<file path="src/design/bridge_pkg.sv">
package bridge_pkg;

  // bus widths
  localparam int ADDR_W  = 32;
  localparam int DATA_W  = 32;
  localparam int STRB_W  = DATA_W / 8;
  localparam int ID_W    = 4;
  localparam int LEN_W   = 8;   // AXI4 burst length field
  localparam int SIZE_W  = 3;
  localparam int BURST_W = 2;
  localparam int RESP_W  = 2;

  // AXI field encodings
  localparam logic [BURST_W-1:0] BURST_INCR = 2'b01;
  localparam logic [SIZE_W-1:0]  SIZE_WORD  = 3'b010;  // 4 bytes per beat

  // transaction ids, one per requester class
  localparam logic [ID_W-1:0] ID_FETCH = 4'd0;
  localparam logic [ID_W-1:0] ID_DATA  = 4'd1;

  // owner of the current read
  typedef enum logic {
    SRC_FETCH,
    SRC_DATA
  } req_src_e;

  // arbiter control states
  typedef enum logic [1:0] {
    ARB_IDLE,
    ARB_READ,
    ARB_WRITE,
    ARB_RELEASE   // one spare cycle so the requester can drop its valid
  } arb_state_e;

endpackage

</file>
<file path="src/design/bus_arbiter.sv">
`timescale 1ns/100ps

module bus_arbiter import bridge_pkg::*; (
  input  logic              clk,
  input  logic              arst_n_i,
  // fetch read requester
  input  logic              fetch_rvalid_i,
  input  logic [ADDR_W-1:0] fetch_raddr_i,
  input  logic [LEN_W-1:0]  fetch_rlen_i,
  // data read requester
  input  logic              data_rvalid_i,
  input  logic [ADDR_W-1:0] data_raddr_i,
  // data write requester
  input  logic              data_wvalid_i,
  // from the channel engines
  input  logic              beat_valid_i,
  input  logic              beat_last_i,
  input  logic              rd_done_i,
  input  logic              wr_done_i,
  // to the read engine
  output logic              rd_start_o,
  output req_src_e          rd_src_o,
  output logic [ADDR_W-1:0] rd_addr_o,
  output logic [LEN_W-1:0]  rd_len_o,
  // to the write engine
  output logic              wr_start_o,
  // completion pulses back to requesters
  output logic              fetch_rdata_ready_o,
  output logic              data_rdata_ready_o,
  output logic              data_wdone_o
);

  arb_state_e        state_q;
  arb_state_e        state_d;
  logic              grant_wr;
  logic              grant_rd;
  logic              rd_start_q;
  logic              wr_start_q;
  req_src_e          src_q;
  logic [ADDR_W-1:0] addr_q;
  logic [LEN_W-1:0]  len_q;

  // fixed priority: write, then data read, then fetch
  assign grant_wr = (state_q == ARB_IDLE) && data_wvalid_i;
  assign grant_rd = (state_q == ARB_IDLE) && !data_wvalid_i &&
                    (data_rvalid_i || fetch_rvalid_i);

  always_comb begin
    state_d = state_q;
    case (state_q)
      ARB_IDLE: begin
        if (grant_wr) begin
          state_d = ARB_WRITE;
        end else if (grant_rd) begin
          state_d = ARB_READ;
        end
      end
      ARB_READ: begin
        if (rd_done_i) state_d = ARB_RELEASE;   // last beat delivered
      end
      ARB_WRITE: begin
        if (wr_done_i) state_d = ARB_RELEASE;
      end
      ARB_RELEASE: state_d = ARB_IDLE;
      default:     state_d = ARB_IDLE;
    endcase
  end

  always_ff @(posedge clk or negedge arst_n_i) begin
    if (!arst_n_i) begin
      state_q    <= ARB_IDLE;
      rd_start_q <= 1'b0;
      wr_start_q <= 1'b0;
    end else begin
      state_q    <= state_d;
      rd_start_q <= grant_rd;  // start one cycle after the decision
      wr_start_q <= grant_wr;
    end
  end

  // winning read request, held for the engine
  always_ff @(posedge clk) begin
    if (grant_rd) begin
      if (data_rvalid_i) begin
        src_q  <= SRC_DATA;
        addr_q <= data_raddr_i;
        len_q  <= '0;            // data reads are single beat
      end else begin
        src_q  <= SRC_FETCH;
        addr_q <= fetch_raddr_i;
        len_q  <= fetch_rlen_i;
      end
    end
  end

  assign rd_start_o = rd_start_q;
  assign wr_start_o = wr_start_q;
  assign rd_src_o   = src_q;
  assign rd_addr_o  = addr_q;
  assign rd_len_o   = len_q;

  // steer engine pulses to the owner
  assign fetch_rdata_ready_o = (state_q == ARB_READ) && (src_q == SRC_FETCH) &&
                               beat_valid_i;
  assign data_rdata_ready_o  = (state_q == ARB_READ) && (src_q == SRC_DATA) &&
                               beat_valid_i && beat_last_i;
  assign data_wdone_o        = (state_q == ARB_WRITE) && wr_done_i;

endmodule

</file>
<file path="src/design/axi_read_channel.sv">
`timescale 1ns/100ps

module axi_read_channel import bridge_pkg::*; (
  input  logic               clk,
  input  logic               arst_n_i,
  // request from the arbiter
  input  logic               rd_start_i,
  input  req_src_e           rd_src_i,
  input  logic [ADDR_W-1:0]  rd_addr_i,
  input  logic [LEN_W-1:0]   rd_len_i,
  // AR channel
  input  logic               axi_ar_ready_i,
  output logic               axi_ar_valid_o,
  output logic [ADDR_W-1:0]  axi_ar_addr_o,
  output logic [ID_W-1:0]    axi_ar_id_o,
  output logic [LEN_W-1:0]   axi_ar_len_o,
  output logic [SIZE_W-1:0]  axi_ar_size_o,
  output logic [BURST_W-1:0] axi_ar_burst_o,
  // R channel
  input  logic               axi_r_valid_i,
  input  logic [DATA_W-1:0]  axi_r_data_i,
  input  logic               axi_r_last_i,
  input  logic [RESP_W-1:0]  axi_r_resp_i,
  input  logic [ID_W-1:0]    axi_r_id_i,
  output logic               axi_r_ready_o,
  // beats back to the arbiter
  output logic               beat_valid_o,
  output logic [DATA_W-1:0]  beat_data_o,
  output logic               beat_last_o,
  output logic               rd_done_o
);

  logic ar_hs;
  logic r_hs;

  assign ar_hs = axi_ar_valid_o && axi_ar_ready_i;
  assign r_hs  = axi_r_valid_i && axi_r_ready_o;

  always_ff @(posedge clk or negedge arst_n_i) begin
    if (!arst_n_i) begin
      axi_ar_valid_o <= 1'b0;
      axi_r_ready_o  <= 1'b0;
      beat_valid_o   <= 1'b0;
      beat_last_o    <= 1'b0;
    end else begin
      if (rd_start_i) begin
        axi_ar_valid_o <= 1'b1;
      end else if (ar_hs) begin
        axi_ar_valid_o <= 1'b0;
      end
      // open for data from start until the last beat
      if (rd_start_i) begin
        axi_r_ready_o <= 1'b1;
      end else if (r_hs && axi_r_last_i) begin
        axi_r_ready_o <= 1'b0;
      end
      beat_valid_o <= r_hs;
      if (r_hs) beat_last_o <= axi_r_last_i;
    end
  end

  // request payload, stable while arvalid is up
  always_ff @(posedge clk) begin
    if (rd_start_i) begin
      axi_ar_addr_o <= rd_addr_i;
      axi_ar_len_o  <= rd_len_i;
      axi_ar_id_o   <= (rd_src_i == SRC_FETCH) ? ID_FETCH : ID_DATA;
    end
    if (r_hs) beat_data_o <= axi_r_data_i;
  end

  assign axi_ar_size_o  = SIZE_WORD;
  assign axi_ar_burst_o = BURST_INCR;

  // one read in flight, so rid and rresp carry nothing for the requester
  assign rd_done_o = beat_valid_o && beat_last_o;

endmodule

</file>
<file path="src/design/axi_write_channel.sv">
`timescale 1ns/100ps

module axi_write_channel import bridge_pkg::*; (
  input  logic               clk,
  input  logic               arst_n_i,
  // request from the arbiter and the data requester
  input  logic               wr_start_i,
  input  logic [ADDR_W-1:0]  wr_addr_i,
  input  logic [DATA_W-1:0]  wr_data_i,
  input  logic [STRB_W-1:0]  wr_mask_i,
  // AW channel
  input  logic               axi_aw_ready_i,
  output logic               axi_aw_valid_o,
  output logic [ADDR_W-1:0]  axi_aw_addr_o,
  output logic [ID_W-1:0]    axi_aw_id_o,
  output logic [LEN_W-1:0]   axi_aw_len_o,
  output logic [SIZE_W-1:0]  axi_aw_size_o,
  output logic [BURST_W-1:0] axi_aw_burst_o,
  // W channel
  input  logic               axi_w_ready_i,
  output logic               axi_w_valid_o,
  output logic [DATA_W-1:0]  axi_w_data_o,
  output logic [STRB_W-1:0]  axi_w_strb_o,
  output logic               axi_w_last_o,
  // B channel
  input  logic               axi_b_valid_i,
  input  logic [RESP_W-1:0]  axi_b_resp_i,
  input  logic [ID_W-1:0]    axi_b_id_i,
  output logic               axi_b_ready_o,
  // completion
  output logic               wr_done_o
);

  logic aw_hs;
  logic w_hs;
  logic b_hs;
  logic aw_done_q;   // address accepted
  logic w_done_q;    // data accepted
  logic aw_ok;
  logic w_ok;

  assign aw_hs = axi_aw_valid_o && axi_aw_ready_i;
  assign w_hs  = axi_w_valid_o && axi_w_ready_i;
  assign b_hs  = axi_b_valid_i && axi_b_ready_o;

  // either channel may finish first
  assign aw_ok = aw_done_q || aw_hs;
  assign w_ok  = w_done_q || w_hs;

  always_ff @(posedge clk or negedge arst_n_i) begin
    if (!arst_n_i) begin
      axi_aw_valid_o <= 1'b0;
      axi_w_valid_o  <= 1'b0;
      axi_b_ready_o  <= 1'b0;
      aw_done_q      <= 1'b0;
      w_done_q       <= 1'b0;
      wr_done_o      <= 1'b0;
    end else begin
      wr_done_o <= b_hs;
      if (wr_start_i) begin
        axi_aw_valid_o <= 1'b1;   // aw and w go up together
        axi_w_valid_o  <= 1'b1;
        aw_done_q      <= 1'b0;
        w_done_q       <= 1'b0;
      end else if (b_hs) begin
        axi_b_ready_o <= 1'b0;
        aw_done_q     <= 1'b0;
        w_done_q      <= 1'b0;
      end else begin
        if (aw_hs) begin
          axi_aw_valid_o <= 1'b0;
          aw_done_q      <= 1'b1;
        end
        if (w_hs) begin
          axi_w_valid_o <= 1'b0;
          w_done_q      <= 1'b1;
        end
        if (aw_ok && w_ok) axi_b_ready_o <= 1'b1;  // now wait for bresp
      end
    end
  end

  // payload captured at start, held through both handshakes
  always_ff @(posedge clk) begin
    if (wr_start_i) begin
      axi_aw_addr_o <= wr_addr_i;
      axi_w_data_o  <= wr_data_i;
      axi_w_strb_o  <= wr_mask_i;
    end
  end

  // single beat, fixed attributes
  assign axi_aw_id_o    = ID_DATA;
  assign axi_aw_len_o   = '0;
  assign axi_aw_size_o  = SIZE_WORD;
  assign axi_aw_burst_o = BURST_INCR;
  assign axi_w_last_o   = 1'b1;

endmodule

</file>
<file path="src/design/mem_bridge_top.sv">
`timescale 1ns/100ps

module mem_bridge_top import bridge_pkg::*; (
  input  logic               clk,
  input  logic               arst_n_i,
  // fetch read port
  input  logic [ADDR_W-1:0]  fetch_raddr_i,
  input  logic               fetch_rvalid_i,
  input  logic [LEN_W-1:0]   fetch_rlen_i,
  output logic [DATA_W-1:0]  fetch_rdata_o,
  output logic               fetch_rdata_ready_o,
  output logic               fetch_rlast_o,
  // data read port
  input  logic [ADDR_W-1:0]  data_raddr_i,
  input  logic               data_rvalid_i,
  output logic [DATA_W-1:0]  data_rdata_o,
  output logic               data_rdata_ready_o,
  // data write port
  input  logic [ADDR_W-1:0]  data_waddr_i,
  input  logic               data_wvalid_i,
  input  logic [DATA_W-1:0]  data_wdata_i,
  input  logic [STRB_W-1:0]  data_wmask_i,
  output logic               data_wdone_o,
  // AXI4 master, write address
  input  logic               axi_aw_ready_i,
  output logic               axi_aw_valid_o,
  output logic [ADDR_W-1:0]  axi_aw_addr_o,
  output logic [ID_W-1:0]    axi_aw_id_o,
  output logic [LEN_W-1:0]   axi_aw_len_o,
  output logic [SIZE_W-1:0]  axi_aw_size_o,
  output logic [BURST_W-1:0] axi_aw_burst_o,
  // write data
  input  logic               axi_w_ready_i,
  output logic               axi_w_valid_o,
  output logic [DATA_W-1:0]  axi_w_data_o,
  output logic [STRB_W-1:0]  axi_w_strb_o,
  output logic               axi_w_last_o,
  // write response
  input  logic               axi_b_valid_i,
  input  logic [RESP_W-1:0]  axi_b_resp_i,
  input  logic [ID_W-1:0]    axi_b_id_i,
  output logic               axi_b_ready_o,
  // read address
  input  logic               axi_ar_ready_i,
  output logic               axi_ar_valid_o,
  output logic [ADDR_W-1:0]  axi_ar_addr_o,
  output logic [ID_W-1:0]    axi_ar_id_o,
  output logic [LEN_W-1:0]   axi_ar_len_o,
  output logic [SIZE_W-1:0]  axi_ar_size_o,
  output logic [BURST_W-1:0] axi_ar_burst_o,
  // read data
  input  logic               axi_r_valid_i,
  input  logic [DATA_W-1:0]  axi_r_data_i,
  input  logic               axi_r_last_i,
  input  logic [RESP_W-1:0]  axi_r_resp_i,
  input  logic [ID_W-1:0]    axi_r_id_i,
  output logic               axi_r_ready_o
);

  logic              rd_start;
  req_src_e          rd_src;
  logic [ADDR_W-1:0] rd_addr;
  logic [LEN_W-1:0]  rd_len;
  logic              wr_start;
  logic              beat_valid;
  logic [DATA_W-1:0] beat_data;
  logic              beat_last;
  logic              rd_done;
  logic              wr_done;

  bus_arbiter u_arbiter (
    .clk                 (clk),
    .arst_n_i            (arst_n_i),
    .fetch_rvalid_i      (fetch_rvalid_i),
    .fetch_raddr_i       (fetch_raddr_i),
    .fetch_rlen_i        (fetch_rlen_i),
    .data_rvalid_i       (data_rvalid_i),
    .data_raddr_i        (data_raddr_i),
    .data_wvalid_i       (data_wvalid_i),
    .beat_valid_i        (beat_valid),
    .beat_last_i         (beat_last),
    .rd_done_i           (rd_done),
    .wr_done_i           (wr_done),
    .rd_start_o          (rd_start),
    .rd_src_o            (rd_src),
    .rd_addr_o           (rd_addr),
    .rd_len_o            (rd_len),
    .wr_start_o          (wr_start),
    .fetch_rdata_ready_o (fetch_rdata_ready_o),
    .data_rdata_ready_o  (data_rdata_ready_o),
    .data_wdone_o        (data_wdone_o)
  );

  axi_read_channel u_rd_chan (
    .clk            (clk),
    .arst_n_i       (arst_n_i),
    .rd_start_i     (rd_start),
    .rd_src_i       (rd_src),
    .rd_addr_i      (rd_addr),
    .rd_len_i       (rd_len),
    .axi_ar_ready_i (axi_ar_ready_i),
    .axi_ar_valid_o (axi_ar_valid_o),
    .axi_ar_addr_o  (axi_ar_addr_o),
    .axi_ar_id_o    (axi_ar_id_o),
    .axi_ar_len_o   (axi_ar_len_o),
    .axi_ar_size_o  (axi_ar_size_o),
    .axi_ar_burst_o (axi_ar_burst_o),
    .axi_r_valid_i  (axi_r_valid_i),
    .axi_r_data_i   (axi_r_data_i),
    .axi_r_last_i   (axi_r_last_i),
    .axi_r_resp_i   (axi_r_resp_i),
    .axi_r_id_i     (axi_r_id_i),
    .axi_r_ready_o  (axi_r_ready_o),
    .beat_valid_o   (beat_valid),
    .beat_data_o    (beat_data),
    .beat_last_o    (beat_last),
    .rd_done_o      (rd_done)
  );

  // write payload comes straight from the data requester
  axi_write_channel u_wr_chan (
    .clk            (clk),
    .arst_n_i       (arst_n_i),
    .wr_start_i     (wr_start),
    .wr_addr_i      (data_waddr_i),
    .wr_data_i      (data_wdata_i),
    .wr_mask_i      (data_wmask_i),
    .axi_aw_ready_i (axi_aw_ready_i),
    .axi_aw_valid_o (axi_aw_valid_o),
    .axi_aw_addr_o  (axi_aw_addr_o),
    .axi_aw_id_o    (axi_aw_id_o),
    .axi_aw_len_o   (axi_aw_len_o),
    .axi_aw_size_o  (axi_aw_size_o),
    .axi_aw_burst_o (axi_aw_burst_o),
    .axi_w_ready_i  (axi_w_ready_i),
    .axi_w_valid_o  (axi_w_valid_o),
    .axi_w_data_o   (axi_w_data_o),
    .axi_w_strb_o   (axi_w_strb_o),
    .axi_w_last_o   (axi_w_last_o),
    .axi_b_valid_i  (axi_b_valid_i),
    .axi_b_resp_i   (axi_b_resp_i),
    .axi_b_id_i     (axi_b_id_i),
    .axi_b_ready_o  (axi_b_ready_o),
    .wr_done_o      (wr_done)
  );

  // read data fans out to both requesters
  assign fetch_rdata_o = beat_data;
  assign data_rdata_o  = beat_data;
  assign fetch_rlast_o = beat_last;

endmodule

</file>
<file path="config.mk">
export PLATFORM = sky130hd
export DESIGN_NAME = mem_bridge_top
export DESIGN_NICKNAME = d
export VERILOG_FILES = /design/src/design/bridge_pkg.sv /design/src/design/bus_arbiter.sv /design/src/design/axi_read_channel.sv /design/src/design/axi_write_channel.sv /design/src/design/mem_bridge_top.sv
export SDC_FILE = /design/constraint.sdc
export NUM_CORES = 1
export LEC_CHECK = 0
export ABC_CLOCK_PERIOD_IN_PS = 4600
export BUFFER_PORTS_ARGS = -buffer_cell sky130_fd_sc_hd__buf_4
export CAP_MARGIN = 20
export CORE_AREA = 2 2 156 158
export CTS_CLUSTER_DIAMETER = 120
export CTS_CLUSTER_SIZE = 8
export DETAILED_ROUTE_END_ITERATION = 12
export DIE_AREA = 0 0 158 160
export PLACE_DENSITY = 0.69
export REMOVE_ABC_BUFFERS = 1
export SETUP_SLACK_MARGIN = 0.1
export SLEW_MARGIN = 10
export SYNTH_ARGS = -nofsm -noshare
export SYNTH_HDL_FRONTEND = slang
export SYNTH_SLANG_ARGS = --single-unit
export TNS_END_PERCENT = 1
</file>
<file path="constraint.sdc">
create_clock -name clk -period 4.6 [get_ports clk]
set_input_delay 0.92 -clock clk [delete_from_list [all_inputs] [get_ports clk]]
set_output_delay 0.92 -clock clk [all_outputs]
set_load 0.05 [all_outputs]
</file>
==> run metrics, run 1 <==
clk_lat worst skew 0.43 ns; total power approximately 3.7 mW; Final Cycle Share 52.59%; Resized cells post-CTS 0; area of placed instances ~10000 um2; H-tree depth 4; Die H approximately 160 um; FP Rows 57; Mapped Cells 344; CP Capture Type primary output; commonest non-fill, non-tap cell in the layout buf_4; commonest non-fill, non-tap cells in the layout buf_4 (366), edfxtp_1 (182), mux2_2 (33); CORE AREA between 20000 and 25000 um2; critical path fanouts, max 4; worst slack, placed ~2 ns; Final #Nets 889; min Tclk post-route ~2.4 ns; DRT iter0 DRCs about 210; clock root buffer clkbuf_16; status finished clean; final wirelength about 18000 um; TNS Setup 0 ns; Slew HR 33.96%; critical-path cell list inv_1 > ha_1 > nand2_1 > nor2_1 > buf_4; first-pass GRT wire length around 25000 um; Worst setup SP type flop; CTS Buf Count 17; Die X between 150 and 200 um; slowest CP cell dfrtp_1; unrepaired setup endpoints after global routing no; filler cell count 2212; vias ~4200; arrival time worst endpoint ~1.5 ns; sequential fraction of the synthesis area about 83%; Flop pwr share approximately 53%; Avg Vias per Cell approximately 4; Clock Power Share 41.6%; post-synth cell types 27; Setup WS post-layout between 2 and 2.5 ns; part of the power in combinational logic 5.5%; YS warnings 0; final hold violations 0; register area between 5000 and 6000 um2; drc violations 0; I/O pin cnt approximately 400; max_cap viols 0; Net Sw Frac a little over a fifth; Clock Path Buffers 2; layout cells sized above 1 between 60% and 70%; Post-CTS Setup Bufs 0; clock tree from TritonCTS built; clock transition at the registers of the reported paths 0.07 ns; Yosys reg bits 196; Initial Util between 20% and 30%; vias in the first global route roughly 4300; antenna-violating nets left 0; Max stage delay on crit path about 0.38 ns; Slew @ Worst Pin about 0.99 ns; CTS Sinks slightly below 200; internal power about 2.9 mW; GRT Overall Usage 13.64%; WS Path Type flop to primary output; Detailed Place HPWL around 14000 um; fmax 413.4 MHz; CP Buf/Inv Count 2; peak supply drop 0.1593 mV; Final Setup Violations 0; antenna cell count 0; Die ar. 25280 um2; wire per inst 17.58 um; Post-Syn Area per Cell between 20 and 25 um2; P&R area growth vs syn 48.53%; largest net degree at the start of global routing 75; DR pass1 iterations 4; grt ovf 0; worst hold slack 0.3420 ns; max-slew violations 0; IO Port Bufs between 300 and 400; final instance area about 10000 um2; area of the multi-input gates 789.5 um2; CP top delay family flip-flops; Post-Syn Area ~7000 um2; Cell Pwr Density around 350 nW/um2; initial antenna violation count 0; worst hold path type input pin to asynchronous set/reset pin; leakage around 4.3 nW; hold_buf cts 0; NetSw slightly below 0.8 mW; routability cong. between 0.7 and 0.8; Critical Path RT 3.68 ns; clock skew 0.01209 ns
[cell usage after synthesis]
master | count | share of area [%]
a21bo_2 | 1 | 0.14
a21o_1 | 4 | 0.43
a21oi_1 | 2 | 0.14
a2bb2oi_2 | 1 | 0.21
and2_1 | 3 | 0.27
buf_2 | 4 | 0.29
buf_4 | 58 | 6.2
clkbuf_2 | 1 | 0.072
conb_1 | 2 | 0.11
dfrtp_1 | 14 | 5.0
edfxtp_1 | 182 | 78
ha_1 | 4 | 0.72
inv_1 | 5 | 0.27
mux2_2 | 33 | 5.3
nand2_1 | 6 | 0.32
nand2b_1 | 1 | 0.090
nand3_1 | 1 | 0.072
nand3_2 | 1 | 0.14
nand4_2 | 1 | 0.18
nor2_1 | 4 | 0.21
nor2b_1 | 9 | 0.81
nor3_1 | 2 | 0.14
nor3b_1 | 1 | 0.11
o21ai_0 | 1 | 0.072
o2bb2ai_1 | 1 | 0.13
o41ai_1 | 1 | 0.13
or4b_4 | 1 | 0.20
[sequential cells by signal (all words and copies together), names as in the netlist, 2 cells and up]
| name | count |
|---|---|
| u_wr_chan.axi_w_data_o | 32 |
| u_arbiter.rd_len_o | 8 |
| u_wr_chan.axi_w_strb_o | 4 |
| u_arbiter.rd_addr_o | 32 |
| u_rd_chan.axi_ar_addr_o | 32 |
| u_arbiter.state_q | 2 |
| u_wr_chan.axi_aw_addr_o | 32 |
| u_rd_chan.axi_ar_len_o | 8 |
| u_rd_chan.beat_data_o | 32 |
[area by class of cell]
class | instances | share of cell area [%]
clock buffer | 18 | 4.134
clock inverter | 13 | 1.639
inverter | 5 | 0.1808
multi-input combinational | 104 | 7.605
sequential | 196 | 56.07
tap | 324 | 3.905
timing repair buffer | 366 | 26.47
[through the flow]
stage / utilization [%] / std cells
detailed placement: 41.07 / 995
global placement: 41.07 / 995
global route: 43.58 / 1026
CTS: 43.58 / 1026
floorplan: - / 305
finish: 43.58 / 1026
[logic make-up (layout without fill, tap and decap cells)]
| logic type | after synthesis | after routing | share of synthesized area (%) |
|---|---|---|---|
| AO/OA/AOI/OAI | 11 | 11 | 1.253 |
| other | 2 | 26 | 0.1075 |
| multiplexers | 33 | 33 | 5.317 |
| AND/OR/NAND/NOR | 30 | 30 | 2.542 |
| buffers and inverters | 68 | 402 | 6.856 |
| adder cells (fa/ha/maj) | 4 | 4 | 0.7161 |
| flip-flops | 196 | 196 | 83.21 |
[routing by layer]
layer  part of all wire, %  vias up  global-route usage, %
li1                      -     1890                      -
met1                    37     2020                  15.12
met2                    51      243                  23.87
met3                    11       11                  6.079
met4                  0.90        0                  3.276
met5                     0        -                      0
[power by group through the flow]
stage | clock (mW) | sequential, mW | combinational (mW)
final | 1.52 | 1.94 | 0.203
after global routing | 1.63 | 1.94 | 0.218
after CTS | 1.58 | 1.94 | 0.204
after detailed placement | 0 | 1.98 | 0.203
after global placement | 0 | 1.98 | 0.198
after floorplan | 0 | 1.98 | 0.0725
[final timing paths]
path	slack [ns]	cells past startpoint	from	end
min reg2reg	0.42	0	u_arbiter.rd_addr_o[21]	u_rd_chan.axi_ar_addr_o[21]
min	0.34	1	arst_n_i	u_rd_chan.axi_ar_valid_o
max reg2reg	2.82	4	u_arbiter.state_q[1]	u_arbiter.rd_len_o[5]
max in group asynchronous	4.04	1	arst_n_i	u_arbiter.wr_start_o
max	2.18	5	u_arbiter.state_q[1]	data_rdata_ready_o
min in group clk	0.42	0	u_arbiter.rd_addr_o[21]	u_rd_chan.axi_ar_addr_o[21]
Note: power is estimated with default switching activity, not from simulation.
==> run 2, diff against run 1 <==
- ABC_CLOCK_PERIOD_IN_PS: 4600 -> 2100
- PLACE_DENSITY: 0.69 -> 0.71
- clock period: 4.6 -> 2.1 ns (I/O delays scaled with it)
==> run 2 against run 1 <==
  * Hold slack lost 0.17 ns
  * Clock skew down 0.0016 ns
  * Design area rose by 0.23%
  * Worst setup slack got worse by 1.9 ns
  * Count of clock-buffer cells in the layout shrank 1
  * Combinational power grew 120%
  * Utilization grew 0.10 points
  * Die area unchanged
  * Total power grew 110%
  * Critical path type unchanged
==> run metrics, run 2 (synthesis gave the netlist of run 1 again) <==
status finished clean (unchanged); unrepaired setup endpoints after global routing no (unchanged); area of the multi-input gates 792.0 um2 (was 789.5 um2); Clock Path Buffers 2 (unchanged); register area 5821 um2 (unchanged); CTS Buf Count 17 (unchanged); WS Path Type flop to primary output (unchanged); Setup WS post-layout 0.2324 ns (was 2.181 ns); Die H 160 um (unchanged); first-pass GRT wire length 25080 um (was 24970 um); total power 7.751 mW (was 3.666 mW); IO Port Bufs 364 (unchanged); worst hold path type input pin to flop (was input pin to asynchronous set/reset pin); Cell Pwr Density 745.0 nW/um2 (was 353.2 nW/um2); internal power 6.062 mW (was 2.880 mW); wire per inst 17.14 um (was 17.58 um); Final Setup Violations 0 (unchanged); final wirelength 17690 um (was 18040 um); Final Util 43.68% (was 43.58%); part of the power in combinational logic 5.8% (was 5.5%); leakage 4.294 nW (was 4.281 nW); met1 wire length 6760 um (was 6650 um); GRT Overall Usage 13.49% (was 13.64%); initial antenna violation count 0 (unchanged); clock transition at the registers of the reported paths 0.07 ns (about the same); antenna cell count 0 (unchanged); TNS Setup 0 ns (unchanged); worst slack, placed 0.4722 ns (was 1.968 ns); met3 wire len 1785 um (was 2028 um); critical path fanouts, max 4 (unchanged); commonest non-fill, non-tap cells in the layout buf_4 (368), edfxtp_1 (182), mux2_2 (33) (was buf_4 (366), edfxtp_1 (182), mux2_2 (33)); clock skew 0.01046 ns (was 0.01209 ns); vias in the first global route 4275 (was 4261); drc violations 0 (unchanged); Slew @ Worst Pin 0.9802 ns (was 0.9906 ns); largest net degree at the start of global routing 75 (unchanged); Die X 158 um (unchanged); Avg Vias per Cell 3.989 (was 4.058); clock tree from TritonCTS built (unchanged); CTS Sinks 196 (unchanged); grt ovf 0 (unchanged); CORE AREA 23820 um2 (unchanged); Final #Nets 895 (was 889); NetSw 1.689 mW (was 0.7857 mW); Slew HR 34.65% (was 33.96%); FP Rows 57 (unchanged); met2 WL 9061 um (was 9194 um); antenna-violating nets left 0 (unchanged); CP Capture Type primary output (unchanged); Post-CTS Setup Bufs 0 (unchanged); P&R area growth vs syn 48.87% (was 48.53%); Flop pwr share 54.8% (was 52.9%); layout cells sized above 1 62.71% (was 62.25%); Worst setup SP type flop (unchanged); Detailed Place HPWL 13580 um (was 13670 um); Critical Path RT 1.68 ns (was 3.68 ns); max_cap viols 0 (unchanged); DR pass1 iterations 6 (was 4); I/O pin cnt 403 (unchanged); peak supply drop 0.3654 mV (was 0.1593 mV); Net Sw Frac 21.79% (was 21.43%); Final Cycle Share about nine tenths; fmax 535.4 MHz; top sig layer met4 (unchanged); commonest non-fill, non-tap cell in the layout buf_4 (unchanged); DRT iter0 DRCs 232 (was 211); clk_lat worst skew 0.42 ns (was 0.43 ns); arrival time worst endpoint 1.45 ns (was 1.50 ns); Clock Power Share 39.3% (was 41.6%); max-slew violations 0 (unchanged); Initial Util 29.34% (unchanged); Die ar. 25280 um2 (unchanged); vias 4117 (was 4164); min Tclk post-route 1.868 ns; routability cong. 0.7417 (was 0.7218); filler cell count 2195 (was 2212); clock root buffer clkbuf_16 (unchanged); final hold violations 0 (unchanged); H-tree depth 4 (unchanged)
run 2: changes by cell type in the layout (fill, tap and decap cells not counted), sizes merged:
cell	delta
buf	+5
bufinv	-2
clkbuf	-1
clkinv	+2
dlygate4sd3	+1
inv	+1
run 2: critical path: stages, from the launching register on:
cell and delay (ns):
dfrtp_1 0.40, inv_2 0.09, ha_1 0.17, nand2_1 0.08, nor2_1 0.09, buf_4 0.20
run 2: repair_timing:
action | CTS | global route
hold buffers | 1 | 0
hold endpoints to repair | 14 | 0
gates resized for setup | 0 | 3
endpoints found under the setup margin | 0 | 2
run 2: per-layer routing:
metal / GRT usage (%) / vias up
met2: 23.16 / 225
met5: 0 / -
met4: 3.030 / 0
li1: - / 1902
met1: 15.91 / 1985
met3: 5.292 / 5
run 2: power groups by stage:
stage / Sequential, mW / Clock (mW) / Combinational, mW
floorplan: 4.34 / 0 / 0.159
global placement: 4.34 / 0 / 0.442
detailed placement: 4.34 / 0 / 0.452
CTS: 4.25 / 3.17 / 0.454
global route: 4.25 / 3.32 / 0.483
finish: 4.25 / 3.05 / 0.451
run 2: path summary, 6_finish.rpt:
check | from | to | slack [ns] | depth (start not counted)
worst max-delay path | u_arbiter.state_q[1] | fetch_rdata_ready_o | 0.23 | 5
worst max register to register | u_arbiter.state_q[0] | u_arbiter.rd_len_o[3] | 0.46 | 4
worst min-delay path | data_waddr_i[7] | u_wr_chan.axi_aw_addr_o[7] | 0.17 | 1
max in group asynchronous | arst_n_i | u_arbiter.wr_start_o | 1.45 | 2
min in group asynchronous | arst_n_i | u_arbiter.rd_start_o | 0.42 | 2
worst min register to register | u_arbiter.rd_addr_o[9] | u_rd_chan.axi_ar_addr_o[9] | 0.42 | 0
run 2: cell type report:
type / count / area share (%)
Inverter: 5 / 0.1804
Clock inverter: 14 / 1.142
Clock buffer: 17 / 4.088
Sequential cell: 196 / 55.94
Tap cell: 324 / 3.896
Timing Repair Buffer: 372 / 27.14
Multi-Input combinational cell: 104 / 7.612
run 2: per-stage QoR:
step                      hold WS, ns  std cells  area, um2
after floorplan                0.1244        305       6619
final                          0.1720       1032      10410
after global routing           0.1427       1032      10410
after global placement         0.3118       1000       9844
after CTS                      0.1395       1032      10400
after detailed placement       0.3132       1000       9844
